===== src/common/sniff_params.svh =====
/*
 * Widths and limits shared by the CCI-P request checker.
 * Addresses are cache-line addresses, not byte addresses.
 * SNIFF_TIMER_WIDTH must hold SNIFF_MMIO_TIMEOUT.
 */

`ifndef SNIFF_PARAMS_SVH
`define SNIFF_PARAMS_SVH

// Cache-line address and request tag
`define SNIFF_ADDR_WIDTH    42
`define SNIFF_MDATA_WIDTH   16

// MMIO transaction ID, one tracker entry per value
`define SNIFF_TID_WIDTH     9

// Cycles an MMIO read may stay unanswered
`define SNIFF_MMIO_TIMEOUT  512
`define SNIFF_TIMER_WIDTH   10

`endif


===== src/common/ccip_hdr_pkg.sv =====
/*
 * CCI-P request encodings and request header layouts.
 * Request types follow the single shared CCI-P encoding.
 * Data fields and response headers are not modeled.
 */

`include "sniff_params.svh"

package ccip_hdr_pkg;

   // Request types of C0 and C1 in one encoding
   typedef enum logic [3:0] {
      REQ_WRLINE_I = 4'h1,
      REQ_WRLINE_M = 4'h2,
      REQ_RDLINE_S = 4'h4,
      REQ_WRFENCE  = 4'h5,
      REQ_RDLINE_I = 4'h6
   } req_type_e;

   // Burst length in cache lines, three is illegal
   typedef enum logic [1:0] {
      CL_LEN_1 = 2'b00,
      CL_LEN_2 = 2'b01,
      CL_LEN_3 = 2'b10,
      CL_LEN_4 = 2'b11
   } cl_len_e;

   // Virtual channel select
   typedef enum logic [1:0] {
      VC_VA  = 2'b00,
      VC_VL0 = 2'b01,
      VC_VH0 = 2'b10,
      VC_VH1 = 2'b11
   } vc_e;

   // Read request header on C0 Tx
   typedef struct packed {
      vc_e                            vc;
      cl_len_e                        cl_len;
      req_type_e                      req_type;
      logic [`SNIFF_ADDR_WIDTH-1:0]   address;
      logic [`SNIFF_MDATA_WIDTH-1:0]  mdata;
   } c0_req_hdr_t;

   // Write request header on C1 Tx, sop marks a first beat
   typedef struct packed {
      vc_e                            vc;
      logic                           sop;
      cl_len_e                        cl_len;
      req_type_e                      req_type;
      logic [`SNIFF_ADDR_WIDTH-1:0]   address;
      logic [`SNIFF_MDATA_WIDTH-1:0]  mdata;
   } c1_req_hdr_t;

   // MMIO view of the C0 Rx header
   typedef struct packed {
      logic [15:0]                    address;
      logic [1:0]                     length;
      logic                           rsvd;
      logic [`SNIFF_TID_WIDTH-1:0]    tid;
   } mmio_req_hdr_t;

endpackage


===== src/common/sniff_pkg.sv =====
/*
 * Error vector layout and write-burst states of the checker.
 * Bit positions of err follow the order of err_idx_e.
 */

package sniff_pkg;

   localparam int ERR_COUNT = 14;

   // One bit per rule, WARN bits are advisory only
   typedef enum logic [3:0] {
      ERR_C0_TYPE          = 4'd0,
      ERR_C1_TYPE          = 4'd1,
      ERR_C0_LEN3          = 4'd2,
      ERR_C0_ALIGN         = 4'd3,
      ERR_C1_LEN3          = 4'd4,
      ERR_C1_ALIGN         = 4'd5,
      ERR_C1_SOP           = 4'd6,
      ERR_C1_ADDR          = 4'd7,
      ERR_C1_VC            = 4'd8,
      WARN_C1_MDATA        = 4'd9,
      WARN_C0_OVERFLOW     = 4'd10,
      WARN_C1_OVERFLOW     = 4'd11,
      ERR_MMIO_UNSOLICITED = 4'd12,
      ERR_MMIO_TIMEOUT     = 4'd13
   } err_idx_e;

   typedef logic [ERR_COUNT-1:0] err_vec_t;

   // Encoding doubles as the line offset of the expected beat
   typedef enum logic [1:0] {
      WR_IDLE  = 2'd0,
      WR_BEAT2 = 2'd1,
      WR_BEAT3 = 2'd2,
      WR_BEAT4 = 2'd3
   } wr_burst_e;

endpackage


===== src/verilog/tx_request_check.sv =====
/*
 * Single-request rules on C0 and C1 Tx.
 * C0 length and alignment rules apply to every valid read.
 * C1 length and alignment live in the write burst checker.
 */

`include "sniff_params.svh"

module tx_request_check (
   input  logic                       clk,
   input  logic                       reset,
   input  logic                       c0_tx_valid,
   input  ccip_hdr_pkg::c0_req_hdr_t  c0_tx_hdr,
   input  logic                       c0_tx_full,
   input  logic                       c1_tx_valid,
   input  ccip_hdr_pkg::c1_req_hdr_t  c1_tx_hdr,
   input  logic                       c1_tx_full,
   output sniff_pkg::err_vec_t        err
);

   sniff_pkg::err_vec_t err_next;
   logic                c0_type_ok;
   logic                c1_type_ok;

   // Reads only on C0
   assign c0_type_ok = (c0_tx_hdr.req_type == ccip_hdr_pkg::REQ_RDLINE_I) ||
                       (c0_tx_hdr.req_type == ccip_hdr_pkg::REQ_RDLINE_S);

   // Writes and fence only on C1
   assign c1_type_ok = (c1_tx_hdr.req_type == ccip_hdr_pkg::REQ_WRLINE_I) ||
                       (c1_tx_hdr.req_type == ccip_hdr_pkg::REQ_WRLINE_M) ||
                       (c1_tx_hdr.req_type == ccip_hdr_pkg::REQ_WRFENCE);

   always_comb begin
      err_next = '0;
      if (c0_tx_valid) begin
         err_next[sniff_pkg::ERR_C0_TYPE] = !c0_type_ok;
         err_next[sniff_pkg::ERR_C0_LEN3] = (c0_tx_hdr.cl_len == ccip_hdr_pkg::CL_LEN_3);
         // 2-line needs even address, 4-line a multiple of four
         if (c0_tx_hdr.cl_len == ccip_hdr_pkg::CL_LEN_2) begin
            err_next[sniff_pkg::ERR_C0_ALIGN] = c0_tx_hdr.address[0];
         end else if (c0_tx_hdr.cl_len == ccip_hdr_pkg::CL_LEN_4) begin
            err_next[sniff_pkg::ERR_C0_ALIGN] = |c0_tx_hdr.address[1:0];
         end
         // Pushed against a full port
         err_next[sniff_pkg::WARN_C0_OVERFLOW] = c0_tx_full;
      end
      if (c1_tx_valid) begin
         err_next[sniff_pkg::ERR_C1_TYPE]      = !c1_type_ok;
         err_next[sniff_pkg::WARN_C1_OVERFLOW] = c1_tx_full;
      end
   end

   // One-cycle registered pulses
   always_ff @(posedge clk) begin
      if (reset) begin
         err <= '0;
      end else begin
         err <= err_next;
      end
   end

endmodule


===== config.mk =====
export PLATFORM = sky130hd
export DESIGN_NAME = tx_request_check
export DESIGN_NICKNAME = d
export VERILOG_FILES = /design/src/common/ccip_hdr_pkg.sv /design/src/common/sniff_pkg.sv /design/src/verilog/tx_request_check.sv
export VERILOG_INCLUDE_DIRS = /design/src /design/src/common
export SDC_FILE = /design/constraint.sdc
export NUM_CORES = 1
export LEC_CHECK = 0
export BUFFER_PORTS_ARGS = -buffer_cell sky130_fd_sc_hd__buf_2
export CORE_AREA = 5 5 56 58
export CTS_CLUSTER_DIAMETER = 200
export DETAILED_ROUTE_END_ITERATION = 10
export DIE_AREA = 0 0 61 63
export GPL_ROUTABILITY_DRIVEN = 0
export GPL_TIMING_DRIVEN = 0
export HOLD_SLACK_MARGIN = 0.1
export PLACE_DENSITY = 0.86
export SLEW_MARGIN = 25
export SYNTH_ARGS = -nofsm -noshare
export SYNTH_HDL_FRONTEND = slang
export SYNTH_SLANG_ARGS = --single-unit

===== constraint.sdc =====
create_clock -name clk -period 0.8 [get_ports clk]
set_input_delay 0.24 -clock clk [delete_from_list [all_inputs] [get_ports clk]]
set_output_delay 0.24 -clock clk [all_outputs]
set_load 0.01 [all_outputs]

-- Word level (Yosys, flattened, before mapping)
Index checks and enable logic that the tools add are counted.
- input bits: 139
- bits in latches: 0
- memory bits (read-only): 0
- output and inout bits: 14
- logic and storage cells: 23
- memory bits (writable): 0
- memories kept: 0
- bits in registers: 14
- add/sub/neg operators: 0
- $mul: 0
- order comparisons: 0
- reduce and logical (&&, ||, !) cells: 8
- div/mod/pow operators: 0
- mux-type cells: 2
- bitwise logic cells: 2
- eq/ne operators: 8
- shift operators: 0
- operators with widths (kind ; count):
    $eq 4x3->1 const B ; 3
    $reduce_or 2->1 ; 3
    $eq 2x2->1 const B ; 2
    $eq 4x1->1 const B ; 1
    $eq 4x2->1 const B ; 1
    $logic_or 1x1->1 ; 3
    $eq 2x1->1 const B ; 1
    $logic_not 1->1 ; 2
    $mux 1 ; 2
    $not 1->1 ; 2

-- Depth between registers and ports, before layout
- depth after elaboration: 4
- depth in mapped cells: 2
- gate-level depth less buffers: 2

-- Least setup slack after synthesis
Ideal clock, no wire load.
- path type: input -> register
- from: input port c1_tx_hdr[61] (netlist bit)
- to: register err[1]
- stages on the path: 2
- arrival: 0.577 ns
- slack: 0.098 ns
- setup time: 0.125 ns
- buffers on the path: 0
- required time: 0.675 ns
- cells stage by stage: nor4b_2 -> nor4b_2
- word-level cells in the longest chain between the ends: 4
- elaborated cells on any way between the ends: 6
- those cells by class: eq/ne (3); reduce/logical (3)
- ends and longest elaborated chain (element ; RTL line ; RTL):
    start, declared ; tx_request_check.sv:16 ; input ccip_hdr_pkg::c1_req_hdr_t c1_tx_hdr,
    $eq 4x1->1 / $eq 4x2->1 (equally long branches) ; tx_request_check.sv:30, tx_request_check.sv:31 ;
    $logic_or 1x1->1 ; tx_request_check.sv:30 ; assign c1_type_ok = (c1_tx_hdr.req_type == ccip_hdr_pkg::REQ_WRLINE_I) ||
    $logic_or 1x1->1 * ; tx_request_check.sv:31 ; (c1_tx_hdr.req_type == ccip_hdr_pkg::REQ_WRLINE_M) ||
    $logic_not 1->1 * ; tx_request_check.sv:49 ; err_next[sniff_pkg::ERR_C1_TYPE] = !c1_type_ok;
    end signal, assigned ; tx_request_check.sv:59 ; err <= err_next;
    end, declared ; tx_request_check.sv:18 ; output sniff_pkg::err_vec_t err
Every way passes the cells marked *; elsewhere a longest branch is shown, timed or not.
A chain may end at the register's enable or synchronous reset.

-- Worst setup path after layout
- from: register err[10]
- to: output port err[10]
No word-level cell between the ends.

==> metrics <==
outcome=finished with violations; failing checks=negative setup slack; Seq cells post-synth=6; fin cells=90; hold_ws=186 ps; gr usage total=4.93%; slowest stage cell, crit path=dfxtp_1; crit-path leading delay family=flip-flops; Synth Area in Compound Gates=1.77%; Max Cap Viol=0; area occupied by multi-input gates=125 um^2; fin area=503 um^2; CTS clk-pin slew, worst paths=50 ps; Comb power frac=20.0%; Post-DP Area=458 um^2; share of cells above drive strength 1=66.1%; met2 Usage GRT=5.21%; Area Overhead vs Synth=77.9%; Top Ports=153; Net Switching=0.174 mW; Routed Antenna Nets=0; Worst EP required=560 ps; most frequent cells in the layout=buf_2, buf_4, conb_1; final wirelength=870 um; vias=280; core footprint=2620 um^2; first-pass GRT wire length=1340 um; final net count=200; Syn Inst Count=27; multiplexer area fraction after synthesis=0%; # H-tree levels=1; part of the cycle the worst path needs=114%; Synth Cell Area=283 um^2; # diodes=0; CTS Buf Count=3; vias in the first global route=318; WP buf/inv=1; RSZ-0062 raised after global routing=true; internal power=0.569 mW; Crit Path Max Fanout=1; Reg power frac=42.8%; postcts setup bufs=0; Root Buffer=clkbuf_4; initial antenna violation count=0; setup ws final=-114 ps; Synthesis Warnings=0; DRC viols=0; IO buf count=22; Max Root-Sink Buffers=2; CTS tree=done; Initial Util=10.8%; Storage cell area=124 um^2; XOR/XNOR Fraction of Synth Area=0%; slowest stage delay, CP=310 ps; DP Wirelength=765 um; Leakage=0.267 nW; Worst setup EP type=output pin; vias per std cell=3.11; max FFs per register=6; Seq/Total Area, Yosys=42.5%; initial drt markers=12; die width=61 um; row cnt=19; hold buffers post-CTS=0; setup violators final=6; largest net degree at the start of global routing=5; Peak VDD IR=0.000871 V; placed cell count=87; Tmin final=914 ps; setup TNS=-618 ps; critical path class=reg2out; switching fraction of total power=23.5%; Adder-Cell Fraction of Synth Area=0%; Final Max Tran Viols=0; Hold Path Class=in2reg; Wirelength per Cell=9.67 um; Critical Path AT=670 ps; Largest Register=err; final hold vios=0; syn_area_per_cell=10.5 um^2; GRT met3 Usage=4.13%; clock power share=37.2%; # clock sinks=6; Power Density=1480 nW/um^2; gr busiest metal=met1; die area=3840 um^2; fill count=299; Startpoint Class=flop; DRT Pass-1 Iters=2; Cell variety after synth=10; Largest regs=err: 6 flops; cells along the critical path=buf_2; most common cell after layout, fill and taps aside=buf_2; simple-gate portion of the synthesized area=31.9%; maximum clock frequency=1.09 GHz; met1 GRT Util=6.65%; global route overflow=0; Die H=63 um; largest family of logic cells by synthesized area=simple AND/OR/NAND/NOR gates
[synthesized netlist by cell type]
library cell / n / area share, %
a21oi_1: 1 / 1.8
and3b_1: 1 / 3.1
buf_4: 8 / 21
conb_1: 1 / 1.3
dfxtp_1: 6 / 42
inv_1: 1 / 1.3
nand2b_4: 1 / 4.9
nor2_1: 2 / 2.7
nor3b_1: 4 / 11
nor4b_2: 2 / 11
[final timing paths]
kind | startpoint | to | slack, ps | cells past startpoint
worst max-delay path | err[10]$_SDFF_PP0_ | err[10] | -110 | 1
worst min-delay path | c0_tx_hdr[62] | err[2]$_SDFF_PP0_ | 190 | 2
[kinds of logic (layout without fill, tap and decap cells)]
| logic type | Yosys count | in the layout |
|---|---|---|
| AND/OR/NAND/NOR | 10 | 10 |
| buffers and inverters | 9 | 34 |
| flip-flops | 6 | 6 |
| other | 1 | 8 |
| AO/OA/AOI/OAI | 1 | 1 |
[power groups by stage]
stage / clock network, mW / registers [mW] / logic [mW]
6_report: 0.276 / 0.318 / 0.149
2_1_floorplan: 0 / 0.328 / 0.0707
3_5_place_dp: 0 / 0.321 / 0.142
3_3_place_gp: 0 / 0.320 / 0.140
5_1_grt: 0.301 / 0.318 / 0.168
4_1_cts: 0.296 / 0.316 / 0.143
[final cells by class]
type	instances	area share [%]
Sequential cell	6	24.6
Timing Repair Buffer	22	25.6
Inverter	1	0.746
Clock buffer	3	4.48
Buffer	8	11.9
Multi-Input combinational cell	19	24.9
Tap cell	31	7.71
[through the flow]
stage	worst slack (ps)	power, mW	util, %
2_1_floorplan	97.6	0.399	-
3_3_place_gp	-130	0.461	17.5
5_1_grt	-140	0.787	19.2
6_report	-114	0.744	19.2
4_1_cts	-125	0.754	18.4
3_5_place_dp	-147	0.463	17.5
[routing by layer]
layer	vias up	wire length (um)
met1	112	393
met2	29	266
met4	0	0
met3	0	210
li1	139	-
met5	-	0
[repair_timing]
| action | in CTS | in global routing |
|---|---|---|
| setup endpoints to repair | 6 | 6 |
| pin swaps | 0 | 0 |
| gates resized for setup | 0 | 7 |
Power figures use the tool's default switching activity.
