**src/common/sniff_params.svh**
```systemverilog
/*
 * Widths and limits shared by the CCI-P request checker.
 * Addresses are cache-line addresses, not byte addresses.
 * SNIFF_TIMER_WIDTH must hold SNIFF_MMIO_TIMEOUT.
 */

`ifndef SNIFF_PARAMS_SVH
`define SNIFF_PARAMS_SVH

// Cache-line address and request tag
`define SNIFF_ADDR_WIDTH    42
`define SNIFF_MDATA_WIDTH   16

// MMIO transaction ID, one tracker entry per value
`define SNIFF_TID_WIDTH     9

// Cycles an MMIO read may stay unanswered
`define SNIFF_MMIO_TIMEOUT  512
`define SNIFF_TIMER_WIDTH   10

`endif

```
**src/common/ccip_hdr_pkg.sv**
```systemverilog
/*
 * CCI-P request encodings and request header layouts.
 * Request types follow the single shared CCI-P encoding.
 * Data fields and response headers are not modeled.
 */

`include "sniff_params.svh"

package ccip_hdr_pkg;

   // Request types of C0 and C1 in one encoding
   typedef enum logic [3:0] {
      REQ_WRLINE_I = 4'h1,
      REQ_WRLINE_M = 4'h2,
      REQ_RDLINE_S = 4'h4,
      REQ_WRFENCE  = 4'h5,
      REQ_RDLINE_I = 4'h6
   } req_type_e;

   // Burst length in cache lines, three is illegal
   typedef enum logic [1:0] {
      CL_LEN_1 = 2'b00,
      CL_LEN_2 = 2'b01,
      CL_LEN_3 = 2'b10,
      CL_LEN_4 = 2'b11
   } cl_len_e;

   // Virtual channel select
   typedef enum logic [1:0] {
      VC_VA  = 2'b00,
      VC_VL0 = 2'b01,
      VC_VH0 = 2'b10,
      VC_VH1 = 2'b11
   } vc_e;

   // Read request header on C0 Tx
   typedef struct packed {
      vc_e                            vc;
      cl_len_e                        cl_len;
      req_type_e                      req_type;
      logic [`SNIFF_ADDR_WIDTH-1:0]   address;
      logic [`SNIFF_MDATA_WIDTH-1:0]  mdata;
   } c0_req_hdr_t;

   // Write request header on C1 Tx, sop marks a first beat
   typedef struct packed {
      vc_e                            vc;
      logic                           sop;
      cl_len_e                        cl_len;
      req_type_e                      req_type;
      logic [`SNIFF_ADDR_WIDTH-1:0]   address;
      logic [`SNIFF_MDATA_WIDTH-1:0]  mdata;
   } c1_req_hdr_t;

   // MMIO view of the C0 Rx header
   typedef struct packed {
      logic [15:0]                    address;
      logic [1:0]                     length;
      logic                           rsvd;
      logic [`SNIFF_TID_WIDTH-1:0]    tid;
   } mmio_req_hdr_t;

endpackage

```
**src/common/sniff_pkg.sv**
```systemverilog
/*
 * Error vector layout and write-burst states of the checker.
 * Bit positions of err follow the order of err_idx_e.
 */

package sniff_pkg;

   localparam int ERR_COUNT = 14;

   // One bit per rule, WARN bits are advisory only
   typedef enum logic [3:0] {
      ERR_C0_TYPE          = 4'd0,
      ERR_C1_TYPE          = 4'd1,
      ERR_C0_LEN3          = 4'd2,
      ERR_C0_ALIGN         = 4'd3,
      ERR_C1_LEN3          = 4'd4,
      ERR_C1_ALIGN         = 4'd5,
      ERR_C1_SOP           = 4'd6,
      ERR_C1_ADDR          = 4'd7,
      ERR_C1_VC            = 4'd8,
      WARN_C1_MDATA        = 4'd9,
      WARN_C0_OVERFLOW     = 4'd10,
      WARN_C1_OVERFLOW     = 4'd11,
      ERR_MMIO_UNSOLICITED = 4'd12,
      ERR_MMIO_TIMEOUT     = 4'd13
   } err_idx_e;

   typedef logic [ERR_COUNT-1:0] err_vec_t;

   // Encoding doubles as the line offset of the expected beat
   typedef enum logic [1:0] {
      WR_IDLE  = 2'd0,
      WR_BEAT2 = 2'd1,
      WR_BEAT3 = 2'd2,
      WR_BEAT4 = 2'd3
   } wr_burst_e;

endpackage

```
**src/mcl_write/mcl_write_check.sv**
```systemverilog
/*
 * Multi-cacheline write burst tracker on C1 Tx.
 * Only WrLine requests count as beats, a WrFence mid-burst is ignored.
 * A burst that starts misaligned is still tracked to its end.
 * Beats after the first are checked against the first beat's header.
 */

`include "sniff_params.svh"

module mcl_write_check (
   input  logic                       clk,
   input  logic                       reset,
   input  logic                       c1_tx_valid,
   input  ccip_hdr_pkg::c1_req_hdr_t  c1_tx_hdr,
   output sniff_pkg::err_vec_t        err
);

   localparam int ADDR_W  = `SNIFF_ADDR_WIDTH;
   localparam int MDATA_W = `SNIFF_MDATA_WIDTH;

   sniff_pkg::wr_burst_e   state;
   sniff_pkg::wr_burst_e   state_next;
   logic [ADDR_W-1:0]      base_addr;
   ccip_hdr_pkg::cl_len_e  burst_len;
   ccip_hdr_pkg::vc_e      burst_vc;
   logic [MDATA_W-1:0]     burst_mdata;
   logic                   beat;
   logic                   first_beat;
   logic [ADDR_W-1:0]      exp_addr;
   sniff_pkg::err_vec_t    err_next;

   assign beat = c1_tx_valid &&
                 ((c1_tx_hdr.req_type == ccip_hdr_pkg::REQ_WRLINE_I) ||
                  (c1_tx_hdr.req_type == ccip_hdr_pkg::REQ_WRLINE_M));

   assign first_beat = beat && (state == sniff_pkg::WR_IDLE);

   // State encoding is the line offset from the base
   assign exp_addr = base_addr + ADDR_W'(state);

   always_comb begin
      state_next = state;
      err_next   = '0;
      if (first_beat) begin
         err_next[sniff_pkg::ERR_C1_SOP] = !c1_tx_hdr.sop;
         case (c1_tx_hdr.cl_len)
            ccip_hdr_pkg::CL_LEN_2: begin
               err_next[sniff_pkg::ERR_C1_ALIGN] = c1_tx_hdr.address[0];
               state_next = sniff_pkg::WR_BEAT2;
            end
            ccip_hdr_pkg::CL_LEN_3: begin
               // Illegal length, no burst follows
               err_next[sniff_pkg::ERR_C1_LEN3] = 1'b1;
            end
            ccip_hdr_pkg::CL_LEN_4: begin
               err_next[sniff_pkg::ERR_C1_ALIGN] = |c1_tx_hdr.address[1:0];
               state_next = sniff_pkg::WR_BEAT2;
            end
            default: begin
               state_next = sniff_pkg::WR_IDLE;
            end
         endcase
      end else if (beat) begin
         // Follow-on beat of an open burst
         err_next[sniff_pkg::ERR_C1_SOP]    = c1_tx_hdr.sop;
         err_next[sniff_pkg::ERR_C1_ADDR]   = (c1_tx_hdr.address != exp_addr);
         err_next[sniff_pkg::ERR_C1_VC]     = (c1_tx_hdr.vc != burst_vc);
         // First beat's mdata is the one used, change only warned
         err_next[sniff_pkg::WARN_C1_MDATA] = (c1_tx_hdr.mdata != burst_mdata);
         case (state)
            sniff_pkg::WR_BEAT2: begin
               if (burst_len == ccip_hdr_pkg::CL_LEN_2) begin
                  state_next = sniff_pkg::WR_IDLE;
               end else begin
                  state_next = sniff_pkg::WR_BEAT3;
               end
            end
            sniff_pkg::WR_BEAT3: state_next = sniff_pkg::WR_BEAT4;
            default:             state_next = sniff_pkg::WR_IDLE;
         endcase
      end
   end

   // First beat header, reference for the rest of the burst
   always_ff @(posedge clk) begin
      if (first_beat) begin
         base_addr   <= c1_tx_hdr.address;
         burst_len   <= c1_tx_hdr.cl_len;
         burst_vc    <= c1_tx_hdr.vc;
         burst_mdata <= c1_tx_hdr.mdata;
      end
   end

   always_ff @(posedge clk) begin
      if (reset) begin
         state <= sniff_pkg::WR_IDLE;
         err   <= '0;
      end else begin
         state <= state_next;
         err   <= err_next;
      end
   end

endmodule

```
**config.mk**
```make
export PLATFORM = sky130hd
export DESIGN_NAME = mcl_write_check
export DESIGN_NICKNAME = d
export VERILOG_FILES = /design/src/common/ccip_hdr_pkg.sv /design/src/common/sniff_pkg.sv /design/src/mcl_write/mcl_write_check.sv
export VERILOG_INCLUDE_DIRS = /design/src /design/src/common
export SDC_FILE = /design/constraint.sdc
export NUM_CORES = 1
export LEC_CHECK = 0
export ABC_AREA = 1
export BUFFER_PORTS_ARGS = -buffer_cell sky130_fd_sc_hd__buf_2
export CAP_MARGIN = 20
export CORE_UTILIZATION = 35
export CTS_CLUSTER_DIAMETER = 60
export DETAILED_ROUTE_END_ITERATION = 8
export PLACE_DENSITY_LB_ADDON = 0.05
export SYNTH_ARGS = -nofsm -noshare
export SYNTH_HDL_FRONTEND = slang
export SYNTH_SLANG_ARGS = --single-unit
```
**constraint.sdc**
```tcl
create_clock -name clk -period 4.9 [get_ports clk]
set_input_delay 0.245 -clock clk [delete_from_list [all_inputs] [get_ports clk]]
set_output_delay 0.245 -clock clk [all_outputs]
set_load 0.02 [all_outputs]
```
==> After elaboration in Yosys (flattened, before gate mapping) <==
Index checks and enable logic that the tools add are counted.
{ "word_totals": {"reg_bits": 78, "in_bits": 70, "out_inout_bits": 14, "wordCells": 44} }
{ "classes": {"n_addsub": 1, "n_eq_ne": 12, "mux": 9, "bitwise": 2, "reduce_logical": 11} }
{ "op_table": {"columns": ["op", "count"], "rows": [
  ["42-bit by 2-bit adder with 42-bit output", 1],
  ["42-bit inequality test", 1],
  ["16-bit inequality test", 1],
  ["2-bit one-hot mux with 2 select lines", 2],
  ["2-bit by 1-bit == test with 1-bit output, second input constant", 3],
  ["2-bit == test, second input constant", 3],
  ["2-bit 2-to-1 mux", 3],
  ["2-bit OR reduction", 3],
  ["4-bit by 1-bit == test with 1-bit output, second input constant", 1],
  ["4-bit by 2-bit == test with 1-bit output, second input constant", 1],
  ["1-bit 2-to-1 mux", 3],
  ["3-bit OR reduction", 1],
  ["1-bit logical AND", 2],
  ["2-bit zero test", 1],
  ["2-bit inequality test", 1],
  ["2-bit inequality test, second input constant", 1],
  ["1-bit NOT", 2],
  ["1-bit one-hot mux with 2 select lines", 1],
  ["2-bit AND reduction", 1],
  ["2-bit nonzero test", 1],
  ["1-bit zero test", 1],
  ["1-bit logical OR", 1]
]} }

==> Longest topological paths before layout <==
Gate-level depths: netlist (run 1).
{ "logic_depth": {"word_depth": 6, "depth_mapped": 17, "ltp_nobuf": 17} }

==> Least setup slack after synthesis (run 1) <==
OpenSTA, ideal clock, no wires.
{ "synth_path": {"kind": "register -> register", "from": "reg state[1]", "to": "reg state[0]", "arrival_ps": 4024, "setup_slack_ps": 758, "stages_incl_launch_ff": 10, "path_buffers": 0, "period_less_slack_ps": 4142, "cell_sequence": "dfxtp_1 -> inv_1 -> ha_1 -> inv_1 -> nor2_1 -> inv_1 -> nand2_1 -> o21ai_0 -> o21ai_0 -> inv_1"} }
{ "synth_via": {"elab_chain_cells": 4, "word_cells_on_any_way": 10} }
{ "synth_rtl": {"columns": ["item", "line_no", "source"], "rows": [
  ["from (decl)", "mcl_write_check.sv:21", "sniff_pkg::wr_burst_e state;"],
  ["from (signal assigned)", "mcl_write_check.sv:96", "state <= sniff_pkg::WR_IDLE;"],
  ["from (signal assigned)", "mcl_write_check.sv:99", "state <= state_next;"],
  ["2-bit zero test *", "mcl_write_check.sv:36", "assign first_beat = beat && (state == sniff_pkg::WR_IDLE);"],
  ["1-bit logical AND *", "mcl_write_check.sv:36", null],
  ["via first_beat", "mcl_write_check.sv:28", "logic first_beat;"],
  ["2-bit inequality test (no line) or 2-bit nonzero test (tied branches)", null, null],
  ["2-bit AND reduction (no line)", null, null]
]} }
The timed path passes the listed nets; every way through them passes the cells marked *. The select of a mux whose other input is x is not followed.
A chain may end at the register's enable or synchronous reset.

==> Worst setup path after layout (run 1) <==
{ "layout_path": {"from": "reg state[0]", "to": "reg err[7]"} }
{ "layout_via": {"elab_chain_cells": 3, "word_cells_on_any_way": 5} }
{ "layout_rtl": {"columns": ["item", "line_no", "source"], "rows": [
  ["branches (longest 3 deep; another with 42-bit by 2-bit adder with 42-bit output)", null, null],
  ["to (signal assigned)", "mcl_write_check.sv:100", "err <= err_next;"],
  ["to (decl)", "mcl_write_check.sv:15", "output sniff_pkg::err_vec_t err"]
]} }
Several ways; the timed one is not identified.

==> summary.txt, run 1 <==
Outcome
  • Status: completed

Synthesis
  • Yosys warnings: 0
  • Synth cell types: 34
  • Async S/R FF share, synth: 0
  • Ys flop type: edfxtp_1
  • Post-synthesis register bit count: 70
  • Syn Area/Cell: 7.91 um^2
  • Syn Std Cell Area: 4610 um^2
  • Post-synth EDFFs: 62
  • Register area share after synthesis: 0.439
  • Syn Inst Count: 583

Worst setup path
  • Reg2Reg Setup Slack: 2380 ps
  • Crit Path Max Fanout: 7
  • Crit path capture type: register
  • CP Launch Type: register
  • Worst Path Required: between 5000 and 6000 ps
  • Critical path class: reg2reg
  • Critical Path AT: 2760 ps

Clock tree
  • Max clock buf depth: 2
  • Hold Buf Count CTS: 0
  • CTS tree: yes
  • Clock Latency Late Sink: 340 ps
  • Cts repair resizes: 0
  • Num CTS Buffers: 9
  • Clk slew on worst S/H paths: 60 ps
  • Num Clock Sinks: 70
  • H-Tree Depth: 3
  • Postcts setup bufs: 0
  • Clock root buffer: clkbuf_16

Floorplanning
  • Die Height: 117 um
  • Site Rows: 41
  • Starting density of the core: 0.362
  • Die width: about 120 um
  • Die ar.: 13600 um^2
  • Total core area: 12700 um^2
  • Ports: 84

STA
  • Final setup vio count: 0
  • Setup_tns: 0 ps
  • Pins Over Slew Limit: 0
  • Post-layout min period: ~2500 ps
  • Setup WS post-layout: 2380 ps
  • Clk_skew: 5.41 ps
  • Final hold violations: 0
  • Hold WS: 77.4 ps
  • RSZ-0062 raised after global routing: false
  • Fmax: around 400 MHz
  • Final worst path period share: 0.514

Hold path
  • Worst hold path class: in2reg

Drt
  • Routed Antenna Nets: 0
  • Residual DRC: 0
  • Iter 0 DRT Violations: 188
  • Via count: 3871
  • Routed vias/inst: roughly 4.6
  • Initial DRT Pass Iterations: 4
  • Wire per inst: 13.1 um
  • Post-Route WL: between 10 and 15 mm

Final layout
  • # diodes: 0
  • Nets: 747
  • Layout Utilization: 0.431
  • Layout cell share with drive strength beyond 1: 0.175
  • Syn-to-layout area delta: 18.9%

Place
  • Global placer's final weighted congestion: 0.809
  • Hpwl dp: 8.91 mm
  • Post-place setup slack: 2360 ps
  • IO buf count: 75

Job
  • Total of max-cap violations: 0

Global route
  • Vias in the first global route: around 3700
  • GR Layer Usage met3: 0.0597
  • Total GRT Usage: 0.180
  • First-pass GRT wire length: 18.1 mm
  • GR Layer Usage met1: 0.224
  • Largest net degree at the start of global routing: 29
  • Antenna violations before repair: 1
  • Remaining Overflow, GRT: 0
  • Global-route layer with the greatest usage: met2
  • Met2 global-route usage: 0.295

Power and ir drop
  • Pleak: 0.00243 uW
  • VDD IR max: around 0.26 mV
  • Pwr per Cell Area: 259 nW/um^2
==> stage by stage <==
| step | instance area [um^2] | std cells | total power [uW] |
|---|---|---|---|
| 5_1_grt | 5480 | 847 | 1480 |
| 3_3_place_gp | 5180 | 830 | 817 |
| 2_1_floorplan | 4640 | 590 | 766 |
| 4_1_cts | 5480 | 847 | 1440 |
| 3_5_place_dp | 5200 | 831 | 820 |
| 6_report | 5480 | 847 | 1420 |
==> worst paths after layout <==
kind                 startpoint  endpoint  cells after the start
setup reg to reg       state[0]    err[7]                     17
hold reg to reg        state[1]  state[1]                      2
hold / removal    c1_tx_hdr[64]    err[6]                      2
setup / recovery       state[0]    err[7]                     17
==> registers in the layout, indices dropped and copies added, names as in the netlist <==
register     cells
burst_len        2
state            2
burst_vc         2
err              6
burst_mdata     16
base_addr       42
==> placed cells by master, fill, tap and decap left out, types with 5 or more instances in the layout <==
cell,n
a21oi_1,7
buf_2,75
clkbuf_16,9
clkinv_4,5
conb_1,8
dfxtp_1,8
edfxtp_1,62
ha_1,6
inv_1,74
nand2_1,177
nand3_1,50
nand3b_1,9
nand4_1,14
nor2_1,69
nor2_2,8
nor3_1,5
o21ai_0,5
or2_2,5
xnor2_1,25
xor2_1,25
==> cell usage after synthesis, types with 3 or more instances <==
| cell type | n | area [um^2] |
|---|---|---|
| xor2_1 | 25 | 219 |
| inv_1 | 74 | 278 |
| edfxtp_1 | 62 | 1860 |
| nor3_1 | 5 | 25.0 |
| buf_4 | 8 | 60.1 |
| xnor2_1 | 25 | 219 |
| nand4_1 | 14 | 87.6 |
| o21ai_0 | 5 | 25.0 |
| nor2_2 | 8 | 50.1 |
| nand3b_1 | 9 | 67.6 |
| or2_2 | 5 | 31.3 |
| nor2_1 | 70 | 263 |
| nand2_2 | 3 | 18.8 |
| nand2_1 | 177 | 664 |
| nand3_1 | 50 | 250 |
| dfxtp_1 | 8 | 160 |
| ha_1 | 6 | 75.1 |
| a21oi_1 | 7 | 35.0 |
==> area by class of cell <==
cell class	count	area, um^2
fillers	1361	7240
repair buffers	77	403
clock buffers	10	229
inverters	76	285
clock inverters	6	48.8
flip-flops and latches	70	2020
well taps	172	215
multi-input cells	436	2280
==> per-layer routing <==
metal	vias to the layer above	part of all wire
met3	9	0.055
met5	-	0.00090
met4	2	0.012
li1	2035	-
met2	79	0.46
met1	1746	0.47
==> power breakdown <==
group | internal (uW) | switching (uW) | total (uW)
Clock | 346 | 270 | 616
Combinational | 57.4 | 74.6 | 132
Sequential | 664 | 9.33 | 674
==> critical path, stage by stage, from the launching register on <==
cell and delay [ps]:
dfxtp_1 360, ha_1 220, fa_1 300, inv_2 100, nor2_8 180, nand2_4 100
nor2_8 180, nand2_1 70, nand2_1 70, nand2_1 60, nand2_1 50, nand2_1 50
nor2_1 220, nand2_1 80, nor2_1 110, nand3_1 90, nor2_1 130, nor2_1 50
==> cell families after synthesis <==
| family | Yosys count | share of synthesized area |
|---|---|---|
| AOI/OAI and AO/OA | 19 | 0.0252 |
| xor gates and xnor gates | 51 | 0.0999 |
| adders and majority gates | 7 | 0.0206 |
| buffers and inverters | 84 | 0.0749 |
| DFF | 70 | 0.439 |
| other | 1 | 0.000814 |
| and+or+nand+nor | 351 | 0.340 |
(Power assumes the default switching activity.)
==> run 2, diff against run 1 <==
- clock period: 4.9 -> 2.2 ns (I/O delays scaled with it)
==> summary.txt, run 2 (same netlist as run 1, synthesis figures left out) <==
Worst setup path
  • CP Launch Type: register
  • Delay of the slowest critical-path stage: 420 ps (+60 ps)
  • Crit Path Max Fanout: 5 (-2)
  • RR Startpoint: base_addr[0]
  • Worst setup path start: base_addr[0]
  • Critical path class: reg2reg
  • Worst Path Required: 2440 ps (-2700 ps)
  • Critical path, cell by cell: ha_4 -> fa_2 -> inv_4 -> nor2_8 -> buf_4 -> nand4_1 -> nand2_1 -> inv_1 -> nand2_1 -> nor2_1 -> nand4_1 -> nor2_2 -> nand3_1 -> nor2_1 -> nor2_1
  • Worst path most repeated cell: nor2_1
  • R2R depth: 15 (-2)
  • Critical Path AT: 2450 ps (-310 ps)
  • Crit-path slowest cell: edfxtp_1
  • Crit path capture type: register

STA
  • Post-layout min period: 2210 ps (-307 ps)
  • Clk_skew: 8.16 ps (+2.75 ps)
  • Fmax: 452 MHz (+14%)
  • RSZ-0062 raised after global routing: true
  • Setup WS post-layout: -11.5 ps (-2390 ps)
  • Final hold violations: 0 (unchanged)
  • Final worst path period share: 1.01 (+0.491)
  • Final setup vio count: 1 (+1)
  • Pins Over Slew Limit: 0 (unchanged)

Power and ir drop
  • Register share of total power: 0.460 (-0.014)
  • Logic pwr share: 0.120 (+0.027)
  • Pleak: 0.00286 uW (+18%)
  • Power Internal: 2450 uW (+130%)
  • Clock network fraction of total power: 0.421 (-0.012)
  • Sw frac: 0.250 (+0.00105)
  • Psw: 817 uW (+130%)
  • Pwr per Cell Area: 505 nW/um^2 (+95%)
  • VDD IR max: 0.563 mV (+120%)

Final layout
  • Biggest register: base_addr
  • Fill count: 1253 (-7.9%)
  • Final instance area: 6480 um^2 (+18%)
  • Layout cell share with drive strength beyond 1: 0.223 (+0.0477)
  • Footprint of the multi-input gates: 2440 um^2 (+7.3%)
  • Fin cells: 936 (+11%)
  • Syn-to-layout area delta: 40.5%
  • Max reg flops: 42 (unchanged)
  • Register area: 2020 um^2 (+0.12%)
  • # diodes: 0 (unchanged)
  • Top Registers: base_addr: 42 flops, burst_mdata: 16 flops, err: 6 flops
  • Most common cell after layout, fill and taps aside: nand2_1
  • Most frequent cells in the layout: 170 x nand2_1, 75 x buf_2, 73 x inv_1, 64 x dlygate4sd3_1
  • Nets: 836 (+12%)

Drt
  • Routed vias/inst: 4.51 (-1.3%)
  • Post-Route WL: 12.0 mm (+7.6%)
  • Residual DRC: 0 (unchanged)
  • Wire per inst: 12.8 um (-2.6%)
  • Routed Antenna Nets: 0 (unchanged)
  • Iter 0 DRT Violations: 235 (+25%)
  • Initial DRT Pass Iterations: 4 (unchanged)
  • Via count: 4221 (+9.0%)

Place
  • DP Area: 5350 um^2 (+2.9%)
  • Global placer's final weighted congestion: 0.842 (+4.2%)
  • Post-place setup slack: -146 ps (-2510 ps)
  • Placed cell count: 851 (+2.4%)
  • Hpwl dp: 8.91 mm (about the same)
  • IO buf count: 75 (unchanged)

Floorplanning
  • Die ar.: 13600 um^2 (unchanged)
  • Starting density of the core: 0.362 (unchanged)
  • Site Rows: 41 (unchanged)
  • Total core area: 12700 um^2 (unchanged)
  • Die width: 117 um (unchanged)
  • Die Height: 117 um (unchanged)
  • Ports: 84 (unchanged)

Hold path
  • Worst hold path class: in2reg
  • Hold Path Depth: 6 (+4)
  • Hold_sp: c1_tx_hdr[60]

Global route
  • First-pass GRT wire length: 19.3 mm (+6.7%)
  • Largest net degree at the start of global routing: 43 (+48%)
  • Vias in the first global route: 4205 (+12%)
  • Remaining Overflow, GRT: 0 (unchanged)
  • Antenna violations before repair: 0 (-1)
  • Total GRT Usage: 0.189 (+0.00870)

Job
  • Total of max-cap violations: 0 (unchanged)

Clock tree
  • Clk slew on worst S/H paths: 60 ps (about the same)
  • Clock Latency Late Sink: 340 ps (about the same)
  • Num Clock Sinks: 70 (unchanged)
  • H-Tree Depth: 3 (unchanged)
  • CTS tree: yes
  • Num CTS Buffers: 9 (unchanged)
  • Clock root buffer: clkbuf_16
  • Max clock buf depth: 2 (unchanged)

Outcome
  • Violated checks: negative setup slack
  • Status: finished with violations
==> run 2: cell types whose count changed in the layout (fill, tap and decap cells not counted), moves of 3 or more <==
cell | before | now
nor2_1 | 69 | 62
buf_4 | 1 | 26
nand2_4 | 1 | 5
clkinv_4 | 5 | 2
nand2_1 | 177 | 170
dlygate4sd3_1 | 0 | 64
nand2_2 | 3 | 6
nand3_1 | 50 | 45
nor2_4 | 3 | 8
nand3_4 | 0 | 3
==> run 2: worst max-delay path: cells and delay by family, from the launching register on <==
kind	cells	cell delay [ps]
and+or+nand+nor	10	850
buffers and inverters	3	290
adders and majority gates	2	560
DFF	1	420
==> run 2: what timing repair did <==
item                                    4_1_cts  5_1_grt
hold endpoints to repair                     66        0
endpoints found under the setup margin        1        1
gates resized for setup                      11       30
pin swaps                                    10       21
hold buffers                                 64        0
buffers inserted                              1        4
==> run 2: layout make-up <==
type                            instances  share of cell area
Clock buffer                            9              0.0348
Multi-Input combinational cell        436               0.377
Timing Repair Buffer                  166               0.190
Clock inverter                          7             0.00773
Sequential cell                        70               0.313
Inverter                               76              0.0444
Tap cell                              172              0.0332
==> run 2: worst paths after layout <==
| check | endpoint | slack, ps |
|---|---|---|
| min | err[4] | 250 |
| max | err[7] | -10 |
| min reg2reg | err[8] | 560 |
| max reg2reg | err[7] | -10 |
==> run 2: power groups by stage <==
stage | clock network, uW | logic (uW) | registers [uW]
floorplan | 0 | 179 | 1530
global placement | 0 | 294 | 1530
detailed placement | 0 | 298 | 1530
CTS | 1410 | 389 | 1500
global route | 1460 | 441 | 1510
finish | 1370 | 392 | 1500
==> run 2: metrics by stage <==
step	util	hold WS (ps)	power (uW)	setup TNS, ps
after floorplan	-	179	1700	0
after CTS	0.496	244	3300	-17.4
after global routing	0.509	263	3410	-206
final	0.509	248	3270	-11.5
after global placement	0.421	298	1820	-115
after detailed placement	0.421	299	1830	-146
==> run 2: routing by layer <==
layer | GRT usage | routed length (um) | up-vias | share of wire
li1 | - | - | 2217 | -
met1 | 0.231 | 5630 | 1902 | 0.47
met2 | 0.318 | 5620 | 88 | 0.47
met3 | 0.0540 | 481 | 14 | 0.040
met4 | 0.0641 | 245 | 0 | 0.020
met5 | 0 | 0 | - | 0
